--- config.mk ---
export PLATFORM = sky130hd
export DESIGN_NAME = card_bus
export DESIGN_NICKNAME = d
export VERILOG_FILES = /design/src/design/bus_pkg.sv /design/src/design/card_bus.sv /design/src/design/constant_store.sv /design/src/design/databus.sv /design/src/design/mbu.sv /design/src/design/reg_ar.sv
export SDC_FILE = /design/constraint.sdc
export NUM_CORES = 1
export LEC_CHECK = 0
export BUFFER_PORTS_ARGS = -buffer_cell sky130_fd_sc_hd__buf_2
export CAP_MARGIN = 20
export CELL_PAD_IN_SITES_DETAIL_PLACEMENT = 1
export CELL_PAD_IN_SITES_GLOBAL_PLACEMENT = 2
export CORE_ASPECT_RATIO = 0.9
export CORE_MARGIN = 5
export CORE_UTILIZATION = 36
export DETAILED_ROUTE_END_ITERATION = 10
export HOLD_SLACK_MARGIN = 0.03
export PLACE_DENSITY_LB_ADDON = 0.1
export REMOVE_ABC_BUFFERS = 1
export SYNTH_ARGS = -nofsm -noshare
export SYNTH_HDL_FRONTEND = slang
export SYNTH_HIERARCHICAL = 1
export SYNTH_SLANG_ARGS = --single-unit
--- constraint.sdc ---
create_clock -name clk1 -period 3.2 [get_ports clk1]
set_input_delay 0.16 -clock clk1 [delete_from_list [all_inputs] [get_ports clk1]]
set_output_delay 0.16 -clock clk1 [all_outputs]
set_load 0.02 [all_outputs]
--- src/design/bus_pkg.sv ---
package bus_pkg;

   ////////////////////////////////////////
   // Widths
   ////////////////////////////////////////

   localparam int ADDR_W   = 24;                // Address bus
   localparam int WORD_W   = 16;                // Processor bus and data bus
   localparam int UADDR_W  = 5;                 // Microcode read and write fields
   localparam int ACTION_W = 4;                 // Microcode action field
   localparam int BANK_N   = 8;                 // MBU bank registers
   localparam int BANK_W   = $clog2(BANK_N);    // Bank index
   localparam int AEXT_W   = ADDR_W - WORD_W;   // Address extension byte
   localparam int IO_W     = 10;                // Decoded low I/O space
   localparam int CONST_N  = 8;                 // Words in the constant store
   localparam int CONST_W  = $clog2(CONST_N);   // Constant index

   ////////////////////////////////////////
   // Microcode address codes
   ////////////////////////////////////////

   // Write side, AR loads
   localparam logic [UADDR_W-1:0] WADDR_AR_IDX = 5'd7;    // Bank from IR[2:0]
   localparam logic [UADDR_W-1:0] WADDR_AR_MB0 = 5'd8;    // MB0..MB7 at 8..15

   // Read side
   localparam logic [UADDR_W-1:0] RADDR_DR     = 5'd2;    // Data bus to IBus
   localparam logic [UADDR_W-1:0] RADDR_CONST0 = 5'd24;   // Constants at 24..31

   // System I/O port of MB0, banks follow on consecutive ports
   localparam logic [AEXT_W-1:0] MBU_PORT_BASE = 8'h08;

   // Constant store contents, index 0 is the rightmost word
   localparam logic [CONST_N-1:0][WORD_W-1:0] CONST_TABLE = {
      16'hFFFF,   // 7
      16'hFFFE,   // 6
      16'h8000,   // 5
      16'h0008,   // 4
      16'h0004,   // 3
      16'h0002,   // 2
      16'h0001,   // 1
      16'h0000    // 0
   };

   ////////////////////////////////////////
   // Bus bundles
   ////////////////////////////////////////

   typedef struct packed {
      logic [UADDR_W-1:0]  raddr;    // IBus read address
      logic [UADDR_W-1:0]  waddr;    // IBus write address
      logic [ACTION_W-1:0] action;   // Action code
      logic                nmem;     // Memory space cycle
      logic                nio;      // I/O space cycle
      logic                nr;       // Read request
      logic                nwen;     // Write enable from control unit
   } uctl_t;

   typedef struct packed {
      logic [BANK_W-1:0] ir;         // IR[2:0] from control unit
      logic              nir_idx;    // Use IR to pick the bank
      logic              nfparh;     // Front panel wants AR[23:16]
   } cport_t;

   typedef struct packed {
      logic nsysdev;                 // I/O 000-0FF
      logic niodev1xx;               // I/O 100-1FF
      logic niodev2xx;               // I/O 200-2FF
      logic niodev3xx;               // I/O 300-3FF
   } iodec_t;

   typedef struct packed {
      logic              en;         // Something drives the IBus
      logic [WORD_W-1:0] data;
   } ibus_ret_t;

   typedef struct packed {
      logic [WORD_W-1:0] data;       // Outgoing write data
      logic              nw;         // Write strobe
   } dbus_t;

   // Bus cycle sequencer states
   typedef enum logic [1:0] {
      ST_IDLE,
      ST_ACTIVE,
      ST_DONE
   } dbus_state_t;

endpackage

--- src/design/card_bus.sv ---
`timescale 1ns/10ps

module card_bus import bus_pkg::*; (
   input  logic              clk1,
   input  logic              arst_n,
   input  uctl_t             uctl,       // Microcode fields
   input  cport_t            cport,      // Unbussed backplane pins
   input  logic [WORD_W-1:0] ibus_in,    // Processor bus toward the card
   input  logic [WORD_W-1:0] db_in,      // Data bus toward the card
   input  logic              nws,        // Wait state request
   input  logic              nhalt,      // Halt
   output logic [ADDR_W-1:0] ab,         // 24-bit address bus
   output iodec_t            iodec,      // I/O device selects
   output dbus_t             dbus,       // Data bus from the card
   output logic              nwaiting,   // Wait state acknowledge
   output ibus_ret_t         ibus_ret,   // Processor bus from the card
   output logic [AEXT_W-1:0] fpd         // Front panel byte
);

   logic [AEXT_W-1:0] aext;        // MBU to AR[23:16]
   logic              nwrite_ar;   // MBU to AR load
   ibus_ret_t         const_ret;   // Constant store to databus

   ////////////////////////////////////////
   // Address register
   ////////////////////////////////////////

   reg_ar reg_ar (
      .clk1      (clk1),
      .arst_n    (arst_n),
      .nio       (uctl.nio),
      .nfparh    (cport.nfparh),
      .ibus_in   (ibus_in),
      .aext      (aext),
      .nwrite_ar (nwrite_ar),
      .ab        (ab),
      .iodec     (iodec),
      .fpd       (fpd)
   );

   ////////////////////////////////////////
   // Memory banking unit
   ////////////////////////////////////////

   mbu mbu (
      .clk1      (clk1),
      .arst_n    (arst_n),
      .waddr     (uctl.waddr),
      .ir        (cport.ir),
      .nir_idx   (cport.nir_idx),
      .ibus_in   (ibus_in[AEXT_W-1:0]),   // Banks are one byte
      .ab_low    (ab[AEXT_W-1:0]),
      .nsysdev   (iodec.nsysdev),
      .nw        (dbus.nw),
      .aext      (aext),
      .nwrite_ar (nwrite_ar)
   );

   ////////////////////////////////////////
   // Constant store
   ////////////////////////////////////////

   constant_store constant_store (
      .raddr     (uctl.raddr),
      .const_ret (const_ret)
   );

   ////////////////////////////////////////
   // Data bus unit
   ////////////////////////////////////////

   databus databus (
      .clk1      (clk1),
      .arst_n    (arst_n),
      .nmem      (uctl.nmem),
      .nio       (uctl.nio),
      .nr        (uctl.nr),
      .nwen      (uctl.nwen),
      .raddr     (uctl.raddr),
      .nhalt     (nhalt),
      .nws       (nws),
      .ibus_in   (ibus_in),
      .db_in     (db_in),
      .const_ret (const_ret),
      .dbus      (dbus),
      .nwaiting  (nwaiting),
      .ibus_ret  (ibus_ret)
   );

endmodule

--- src/design/constant_store.sv ---
`timescale 1ns/10ps

module constant_store import bus_pkg::*; (
   input  logic [UADDR_W-1:0] raddr,       // Microcode read address
   output ibus_ret_t          const_ret    // Constant onto the IBus
);

   logic [UADDR_W-1:0] c_off;   // Offset into the table
   logic               c_hit;   // Read address in the constant range

   ////////////////////////////////////////
   // Constant lookup
   ////////////////////////////////////////

   // Addresses below the base wrap to a large offset and miss
   assign c_off = raddr - RADDR_CONST0;
   assign c_hit = c_off < UADDR_W'(CONST_N);

   always_comb begin
      const_ret.en   = c_hit;
      const_ret.data = '0;   // Quiet when not selected
      if (c_hit) begin
         const_ret.data = CONST_TABLE[c_off[CONST_W-1:0]];
      end
   end

endmodule

--- src/design/databus.sv ---
`timescale 1ns/10ps

module databus import bus_pkg::*; (
   input  logic               clk1,
   input  logic               arst_n,
   input  logic               nmem,        // Memory cycle request
   input  logic               nio,         // I/O cycle request
   input  logic               nr,          // Read
   input  logic               nwen,        // Write enable
   input  logic [UADDR_W-1:0] raddr,       // Microcode read address
   input  logic               nhalt,       // Halt blocks new cycles
   input  logic               nws,         // Wait state from the device
   input  logic [WORD_W-1:0]  ibus_in,     // Write data source
   input  logic [WORD_W-1:0]  db_in,       // Read data from the bus
   input  ibus_ret_t          const_ret,   // Constant store output
   output dbus_t              dbus,        // Outgoing data and strobe
   output logic               nwaiting,    // Wait state acknowledge
   output ibus_ret_t          ibus_ret     // Merged IBus return
);

   dbus_state_t       state;       // Sequencer state
   logic              nw_q;        // Write strobe
   logic [WORD_W-1:0] wdata_q;     // Latched write data
   logic              cyc_req;     // Microcode wants a bus cycle
   logic              cyc_start;   // Cycle begins this clock
   logic              rd_dr;       // Data bus read onto the IBus

   ////////////////////////////////////////
   // Cycle sequencer
   ////////////////////////////////////////

   assign cyc_req   = (!nmem || !nio) && (!nr || !nwen);
   assign cyc_start = cyc_req && nhalt && (state == ST_IDLE);

   always_ff @(posedge clk1 or negedge arst_n) begin
      if (!arst_n) begin
         state <= ST_IDLE;
         nw_q  <= 1'b1;
      end else begin
         case (state)
            ST_IDLE: begin
               if (cyc_start) begin
                  state <= ST_ACTIVE;
                  nw_q  <= nwen;          // Strobe only for writes
               end
            end
            ST_ACTIVE: begin
               if (nws) begin             // No wait state, finish
                  state <= ST_DONE;
                  nw_q  <= 1'b1;
               end
            end
            ST_DONE: begin
               if (nmem && nio) begin     // Re-arm once request drops
                  state <= ST_IDLE;
               end
            end
            default: begin
               state <= ST_IDLE;
            end
         endcase
      end
   end

   // Write data held for the whole strobe
   always_ff @(posedge clk1) begin
      if (cyc_start && !nwen) begin
         wdata_q <= ibus_in;
      end
   end

   assign dbus.data = wdata_q;
   assign dbus.nw   = nw_q;

   // Acknowledge wait states only inside a cycle
   assign nwaiting = !((state == ST_ACTIVE) && !nws);

   ////////////////////////////////////////
   // IBus return
   ////////////////////////////////////////

   assign rd_dr = (raddr == RADDR_DR) && !nr;

   always_comb begin
      ibus_ret = const_ret;   // Constants unless DR is read
      if (rd_dr) begin
         ibus_ret.en   = 1'b1;
         ibus_ret.data = db_in;
      end
   end

endmodule

--- src/design/mbu.sv ---
`timescale 1ns/10ps

module mbu import bus_pkg::*; (
   input  logic               clk1,
   input  logic               arst_n,
   input  logic [UADDR_W-1:0] waddr,       // Microcode write address
   input  logic [BANK_W-1:0]  ir,          // IR[2:0]
   input  logic               nir_idx,     // Index the bank by IR
   input  logic [AEXT_W-1:0]  ibus_in,     // IBus low byte
   input  logic [AEXT_W-1:0]  ab_low,      // AB[7:0]
   input  logic               nsysdev,     // System I/O select
   input  logic               nw,          // Bus write strobe
   output logic [AEXT_W-1:0]  aext,        // Selected bank byte
   output logic               nwrite_ar    // AR load strobe
);

   logic [AEXT_W-1:0]  bank_q [BANK_N];   // MB0..MB7

   logic               port_hit;          // AB[7:3] on the MBU ports
   logic               bank_we;           // Bank register write
   logic [BANK_W-1:0]  bank_wsel;         // Bank being written

   logic [UADDR_W-1:0] mb_off;            // Offset from WADDR_AR_MB0
   logic               sel_mb;            // Explicit MBn write address
   logic               sel_idx;           // IR indexed write address
   logic [BANK_W-1:0]  bank_sel;          // Bank feeding AEXT

   ////////////////////////////////////////
   // Bank register writes
   ////////////////////////////////////////

   // Ports MBU_PORT_BASE .. +7 of the system device page
   assign port_hit  = ab_low[AEXT_W-1:BANK_W] == MBU_PORT_BASE[AEXT_W-1:BANK_W];
   assign bank_we   = !nsysdev && !nw && port_hit;
   assign bank_wsel = ab_low[BANK_W-1:0];   // Port offset is the index

   always_ff @(posedge clk1 or negedge arst_n) begin
      if (!arst_n) begin
         for (int i = 0; i < BANK_N; i++) begin
            bank_q[i] <= '0;   // All banks start at 0
         end
      end else if (bank_we) begin
         bank_q[bank_wsel] <= ibus_in;
      end
   end

   ////////////////////////////////////////
   // Bank selection
   ////////////////////////////////////////

   assign mb_off  = waddr - WADDR_AR_MB0;              // Wraps below MB0
   assign sel_mb  = mb_off < UADDR_W'(BANK_N);
   assign sel_idx = waddr == WADDR_AR_IDX;

   always_comb begin
      bank_sel = '0;   // MB0 by default
      if (sel_mb) begin
         bank_sel = mb_off[BANK_W-1:0];
      end else if (sel_idx && !nir_idx) begin
         bank_sel = ir;   // Indexed by the instruction
      end
   end

   // AR is written by any of the nine codes
   assign nwrite_ar = !(sel_mb || sel_idx);

   assign aext = bank_q[bank_sel];

endmodule

--- src/design/reg_ar.sv ---
`timescale 1ns/10ps

module reg_ar import bus_pkg::*; (
   input  logic              clk1,
   input  logic              arst_n,
   input  logic              nio,         // I/O space cycle
   input  logic              nfparh,      // Front panel high byte request
   input  logic [WORD_W-1:0] ibus_in,     // Low word source
   input  logic [AEXT_W-1:0] aext,        // Bank byte from MBU
   input  logic              nwrite_ar,   // Load strobe from MBU
   output logic [ADDR_W-1:0] ab,          // Address bus
   output iodec_t            iodec,       // Device selects
   output logic [AEXT_W-1:0] fpd          // Front panel byte
);

   logic [ADDR_W-1:0] ar_q;      // The address register
   logic              io_low;    // I/O cycle inside the low 1K
   logic [1:0]        io_page;   // Which 256-port page

   ////////////////////////////////////////
   // Address register
   ////////////////////////////////////////

   always_ff @(posedge clk1 or negedge arst_n) begin
      if (!arst_n) begin
         ar_q <= '0;
      end else if (!nwrite_ar) begin
         ar_q <= {aext, ibus_in};   // Bank byte on top of IBus word
      end
   end

   assign ab = ar_q;   // AR drives AB directly

   ////////////////////////////////////////
   // I/O space decoder
   ////////////////////////////////////////

   assign io_low  = !nio && (ab[ADDR_W-1:IO_W] == '0);   // Only ports below 400h
   assign io_page = ab[IO_W-1:IO_W-2];                    // AB[9:8]

   always_comb begin
      iodec = '1;   // All deselected
      if (io_low) begin
         case (io_page)
            2'd0: begin
               iodec.nsysdev = 1'b0;     // System devices, MBU lives here
            end
            2'd1: begin
               iodec.niodev1xx = 1'b0;
            end
            2'd2: begin
               iodec.niodev2xx = 1'b0;
            end
            default: begin
               iodec.niodev3xx = 1'b0;
            end
         endcase
      end
   end

   ////////////////////////////////////////
   // Front panel
   ////////////////////////////////////////

   // Low byte unless the panel asks for the bank byte
   assign fpd = nfparh ? ab[AEXT_W-1:0] : ab[ADDR_W-1:WORD_W];

endmodule

# Word-level counts from Yosys, hierarchy flattened
# Memories as Yosys holds them, arrays and structs flattened.
# Cells that the tools add are included.
[word_totals] reg_bits=107 rom_bits=128 input_bits=59 out_inout_bits=71 wordCells=88 mem_count=1
[memory_table] name="(name not given)" words=8 word_bits=16 rd=1 rd_clocked_by_memory_dff=0 write_ports=0 line_no="constant_store.sv:23" source="const_ret.data = CONST_TABLE[c_off[CONST_W-1:0]];"
[op_classes] add_sub_neg=2 magnitude_cmp=6 n_eq_ne=10 muxes=24 bitwise=2 reduce_logical=31
[op_table] cell="bitwise mux 64 bit" count=1
[op_table] cell="2-to-1 mux 16 bit" count=2
[op_table] cell="2-to-1 mux 8 bit" count=4
[op_table] cell="binary-select mux 8 bit (select 3 bit)" count=1
[op_table] cell="demux 8 bit (select 3 bit)" count=1
[op_table] cell="2-to-1 mux 17 bit" count=1
[op_table] cell="zero test 14 bit" count=1
[op_table] cell="logical AND 1 bit" count=12
[op_table] cell="< comparator 5 x 4 -> 1 bit (second input constant)" count=2
[op_table] cell="zero test 1 bit" count=9
[op_table] cell="greater-or-equal comparator 4 bit (second input constant)" count=2
[op_table] cell="inverter 3 -> 4 bit" count=2
[op_table] cell="2-to-1 mux 1 bit" count=6
[op_table] cell="2-to-1 mux 2 bit" count=3
[op_table] cell="2-to-1 mux 3 bit" count=2
[op_table] cell="one-hot mux 2 bit (3 select lines)" count=1
[op_table] cell="AND reduction 3 bit" count=2
[op_table] cell="== test 5 x 1 -> 1 bit (second input constant)" count=1
[op_table] cell="== test 5 x 2 -> 1 bit (second input constant)" count=1
[op_table] cell="== test 5 x 3 -> 1 bit (second input constant)" count=1
[op_table] cell="subtractor 5 x 4 -> 5 bit (second input constant)" count=1
[op_table] cell="subtractor 5 bit (second input constant)" count=1
[op_table] cell="== test 2 x 1 -> 1 bit (second input constant)" count=2
[op_table] cell="== test 2 bit (second input constant)" count=2
[op_table] cell="10 further kinds" count=14

# Logic depth before layout (Yosys ltp)
[depth] word_depth=8 ltp_mapped=8 mapped_depth_nobuf=7

# Hierarchy
# Netlist, hierarchy kept.
[modules_own_cells] module="mbu" n_inst=1 cells_per_inst=220 area_per_inst_um2=3146.8 seq_area_each_um2=1601.5
[modules_own_cells] module="reg_ar" n_inst=1 cells_per_inst=70 area_per_inst_um2=1053.5 seq_area_each_um2=600.6
[modules_own_cells] module="databus" n_inst=1 cells_per_inst=56 area_per_inst_um2=908.4 seq_area_each_um2=556.8
[modules_own_cells] module="constant_store" n_inst=1 cells_per_inst=25 area_per_inst_um2=153.9 seq_area_each_um2=0.0

# Least setup slack after synthesis
# No wires, ideal clock.
[synth_timing] path_type="flip-flop to flip-flop" startpoint="register databus.state[0]" endpoint="register databus.wdata_q[0], enable pin" setup_time_ns=0.434 t_arrival_ns=2.294 t_required_ns=2.766 setup_slack_ns=0.471 path_stages_with_launch=3 n_path_buf=0 period_less_slack_ns=2.729 cell_sequence="dfrtp_1 > a21oi_1 > nor4bb_1"
[synth_via] elab_chain_cells=3
[synth_lines] item="start, declared" line_no="databus.sv:21" source="dbus_state_t state;"
[synth_lines] item="start signal, assigned" line_no="databus.sv:37" source="state <= ST_IDLE;"
[synth_lines] item="start signal, assigned" line_no="databus.sv:43" source="state <= ST_ACTIVE;"
[synth_lines] item="start signal, assigned" line_no="databus.sv:49" source="state <= ST_DONE;"
[synth_lines] item="zero test 2 bit" line_no="databus.sv:33" source="assign cyc_start = cyc_req && nhalt && (state == ST_IDLE);"
[synth_lines] item="logical AND 1 bit" line_no="databus.sv:33"
[synth_lines] item="logical AND 1 bit" line_no="databus.sv:67" source="if (cyc_start && !nwen) begin"
[synth_lines] item="end signal, assigned" line_no="databus.sv:68" source="wdata_q <= ibus_in;"
[synth_lines] item="end, declared" line_no="databus.sv:23" source="logic [WORD_W-1:0] wdata_q;"
# Every way passes these cells.
# A chain may end at the register's enable or synchronous reset.

# Final worst setup path
[layout_timing] startpoint="register reg_ar.ar_q[17] (netlist: reg_ar/ab[17])" endpoint="register mbu/bank_q[52] (netlist name)"
[layout_via] elab_chain_cells=6
[layout_lines] item="start, declared" line_no="reg_ar.sv:16" source="logic [ADDR_W-1:0] ar_q;"
[layout_lines] item="start signal, assigned" line_no="reg_ar.sv:28" source="ar_q <= {aext, ibus_in};"
[layout_lines] item="zero test 14 bit" line_no="reg_ar.sv:38" source="assign io_low = !nio && (ab[ADDR_W-1:IO_W] == '0);"
[layout_lines] item="logical AND 1 bit" line_no="reg_ar.sv:38"
[layout_lines] item="2-to-1 mux 4 bit" line_no="reg_ar.sv:43" source="if (io_low) begin"
[layout_lines] item="zero test 1 bit" line_no="mbu.sv:34" source="assign bank_we = !nsysdev && !nw && port_hit;"
[layout_lines] item="logical AND 1 bit (2 in series)" line_no="mbu.sv:34"
[layout_lines] item="end signal, assigned by index" line_no="mbu.sv:43" source="bank_q[bank_wsel] <= ibus_in;"
[layout_lines] item="end, declared" line_no="mbu.sv:17" source="logic [AEXT_W-1:0] bank_q [BANK_N];"
# Every way passes these cells.

==> flow_summary_export.csv <==
group,metric,value,unit
sta,rsz0062_at_grt,"no",
power_and_ir_drop,p_leak,3.139,nW
setup_path,crit_fanout,8,
clock_tree,worstSkewPairLatency,350,ps
sta,fin_crit_sh,88.80,%
placement,hpwl,9934,um
clock_tree,clk_pin_slew,70,ps
synthesis,syn_area,5263,um^2
setup_path,r2r_cells,7,
synthesis,ys_seq_area_share,52.43,%
route,route.vias.total,3439,
global_route,grt_pass1_vias,3714,
floorplan,dieArea,17140,um^2
setup_path,worstSetupPathDepth,7,
synthesis,synth_compound_area_share,4.398,%
cells_and_area,nNetsFinal,557,
sta,finalHoldViolations,0,
global_route,antenna_found_initial,0,
setup_path,worstSetupPathType,"reg2reg",
sta,finalSetupViolCount,0,
route,vias_per_cell,4.906,
sta,clock_skew,7.278,ps
clock_tree,cts_buffers,9,
route,drc,0,
cells_and_area,design_area,6416,um^2
setup_path,crit_path_end_kind,"flop",
cells_and_area,drive_gt1_share,55.07,%
route,drtAntennaViolNets,0,
setup_path,cp.required,3440,ps
synthesis,ys_warn_count,6,
power_and_ir_drop,peakVddDrop,0.3130,mV
synthesis,synth_edf_count,16,
placement,io_buffers,125,
cells_and_area,synthToLayoutAreaGrowth,21.92,%
outcome,status,"finished clean",
sta,worst_slew_pin_slew,695.0,ps
cells_and_area,diodes,0,
floorplan,io-pin-count,130,
setup_path,cpPeakStageDelay,510,ps
sta,relSlewSlack,53.67,%
route,routedWlPerCell,19.19,um
setup_path,cp_data_arrival_time,3080,ps
clock_tree,numClockSinks,107,
global_route,grt-ovfl-total,0,
worst_hold_path,hold_path_startpoint,"nhalt",
global_route,grt_pass1_wl,21220,um
route,routed_wl,13460,um
placement,gp_congestion,0.7483,
synthesis,synth.distinct_cells,47,
clock_tree,cts.repair.resized,0,
synthesis,synth_top_family_by_area,"multiplexers",
floorplan,fp.coreArea,14500,um^2
clock_tree,cts_buffer_depth,2,
setup_path,cp_num_buf_inv,0,
clock_tree,postCtsHoldBufs,9,
setup_path,cp_top_family,"simple AND/OR/NAND/NOR gates",
synthesis,synthFlopType,"dfrtp_1",
sta,post-route-min-period,2842,ps
route,drtPass1Iterations,4,
synthesis,synth-xor-area-share,0.1664,%
synthesis,async_reset_ff_share,85.05,%
global_route,grt_max_degree,54,
setup_path,crit_end,"mbu/bank_q[52]$_DFFE_PN0P_",
setup_path,startpoint,"reg_ar/ab[17]$_DFFE_PN0N_",
setup_path,path_cells,"nor4_1, and4_1, nand2_1, nor3_1, nand3_2, nor3b_4, mux2_2",
setup_path,regToRegEndpoint,"mbu/bank_q[52]$_DFFE_PN0P_",
floorplan,die_w,137.4,um
clock_tree,cts_tree,"done",
power_and_ir_drop,power.density,498.6,nW/um^2
placement,place_inst,676,
clock_tree,post-cts-setup-buffers,0,
synthesis,muxShareOfSynthArea,30.69,%
run,maxCapViolCount,0,
sta,slew_violations,0,
setup_path,regToRegSetupSlack,360,ps
synthesis,yosys.area_share.simple,8.012,%
floorplan,dieHeight,124.7,um
setup_path,critical_path.startpoint_type,"flop",
route,drt_iter0_drc,166,
synthesis,syn_avg_cell_area,14.18,um^2
floorplan,initial_utilization,36.28,%
sta,max_freq,0.3519,GHz
placement,place_area,6028,um^2
worst_hold_path,hold_class,"in2reg",
synthesis,ys_seq_elements,107,
cells_and_area,layout.cells.non_filler,701,
synthesis,synth-adder-area-share,0,%
global_route,track_usage,16.18,%
setup_path,cp_slowest_cell,"nor3b_4",
clock_tree,cts_root_buffer,"clkbuf_16",
clock_tree,cts_max_level,3,
synthesis,postSynthCellCount,371,
setup_path,r2r_start,"reg_ar/ab[17]$_DFFE_PN0N_",
floorplan,core.rowCount,42,
cell usage after synthesis (7+ instances only):
library cell	count	area, um^2
buf_4	14	105.1
nor2_1	9	33.78
nand2_1	7	26.28
mux2i_1	23	230.2
dfrtp_1	90	2252
mux2_4	9	135.1
a21oi_1	7	35.03
mux2_1	9	101.4
mux2_2	102	1149
edfxtp_1	16	480.5
inv_1	8	30.03
worst min-delay path by stage:
stage               cells after the start  slack (ps)                      endpoint
floorplan                               0        -140  databus/state[0]$_DFFE_PN0P_
global placement                        1         250     reg_ar/ab[10]$_DFFE_PN0N_
detailed placement                      1         270     reg_ar/ab[10]$_DFFE_PN0N_
CTS                                     3          50      databus/nw_q$_DFFE_PN1P_
global route                            3          70      databus/nw_q$_DFFE_PN1P_
finish                                  3          70      databus/nw_q$_DFFE_PN1P_
placed cells by master, fill, tap and decap left out, drive strengths merged:
| cell | count |
|---|---|
| and2 | 2 |
| clkinv | 2 |
| dfrtp | 90 |
| a21o | 1 |
| a2bb2o | 1 |
| dfstp | 1 |
| buf | 133 |
| nand3b | 7 |
| mux2 | 120 |
| nand4b | 1 |
| a21oi | 7 |
| nor3b | 2 |
| o21ai | 1 |
| nor4bb | 1 |
| nor4b | 2 |
| clkbuf | 11 |
| o41a | 2 |
| nand2b | 5 |
| nor4 | 3 |
| and4 | 1 |
| nor3 | 2 |
| a22oi | 2 |
| mux2i | 23 |
| dlygate4sd3 | 9 |
| a221oi | 7 |
| and3 | 3 |
| nand4 | 2 |
| xnor2 | 1 |
| nand2 | 8 |
| a31oi | 1 |
| nor2b | 1 |
| inv | 9 |
| nor2 | 10 |
| edfxtp | 16 |
| nand3 | 8 |
| o2bb2ai | 6 |
| clkinvlp | 2 |
sequential cells by signal, summed over array words and instances, names as in the netlist:
signal and count:
databus/nw_q 1, databus/wdata_q 16, reg_ar/ab 24, databus/state 2, mbu/bank_q 64
area by class of cell:
class	instances	area (um^2)
multi-input cells	230	2303
clock buffers	11	264.0
repair buffers	142	778.2
inverters	8	30.03
well taps	198	247.7
flip-flops and latches	107	2759
clock inverters	5	33.78
fillers	1556	8088
worst register-to-register path: cells and delay by family, from the launching register on:
kind | cells | cell delay, ps
mux | 1 | 400
flops | 1 | 410
simple gates | 6 | 1910
kinds of logic (layout without fill, tap and decap cells):
family | Yosys count | count (layout)
muxes | 143 | 143
DFF | 107 | 107
and+or+nand+nor | 58 | 58
buffers and inverters | 34 | 166
AOI/OAI and AO/OA | 28 | 28
xor gates and xnor gates | 1 | 1
metrics by stage:
stage	utilization (%)	TNS [ps]	hold slack [ps]	total power [W]	worst slack, ps
2_1_floorplan	-	-340.8	-135.6	0.001871	-104.6
6_report	44.24	0	70.28	0.003199	358.3
4_1_cts	44.24	0	47.75	0.003259	225.4
3_3_place_gp	41.56	0	249.1	0.002129	382.6
3_5_place_dp	41.56	0	265.4	0.002142	240.5
5_1_grt	44.24	0	69.78	0.003358	92.49
power by group:
| part | internal [W] | switching, W |
|---|---|---|
| clock | 0.000596 | 0.000490 |
| combinational | 0.000223 | 0.000334 |
| sequential | 0.00147 | 0.0000867 |
| total | 0.00229 | 0.000911 |
metal layers:
metal | global-route usage [%] | share of wire (%)
met5 | 0 | 0
met4 | 2.993 | 0.65
met3 | 5.129 | 6.8
met2 | 25.06 | 46
met1 | 22.40 | 47
Note: power is estimated with default switching activity, not from simulation.
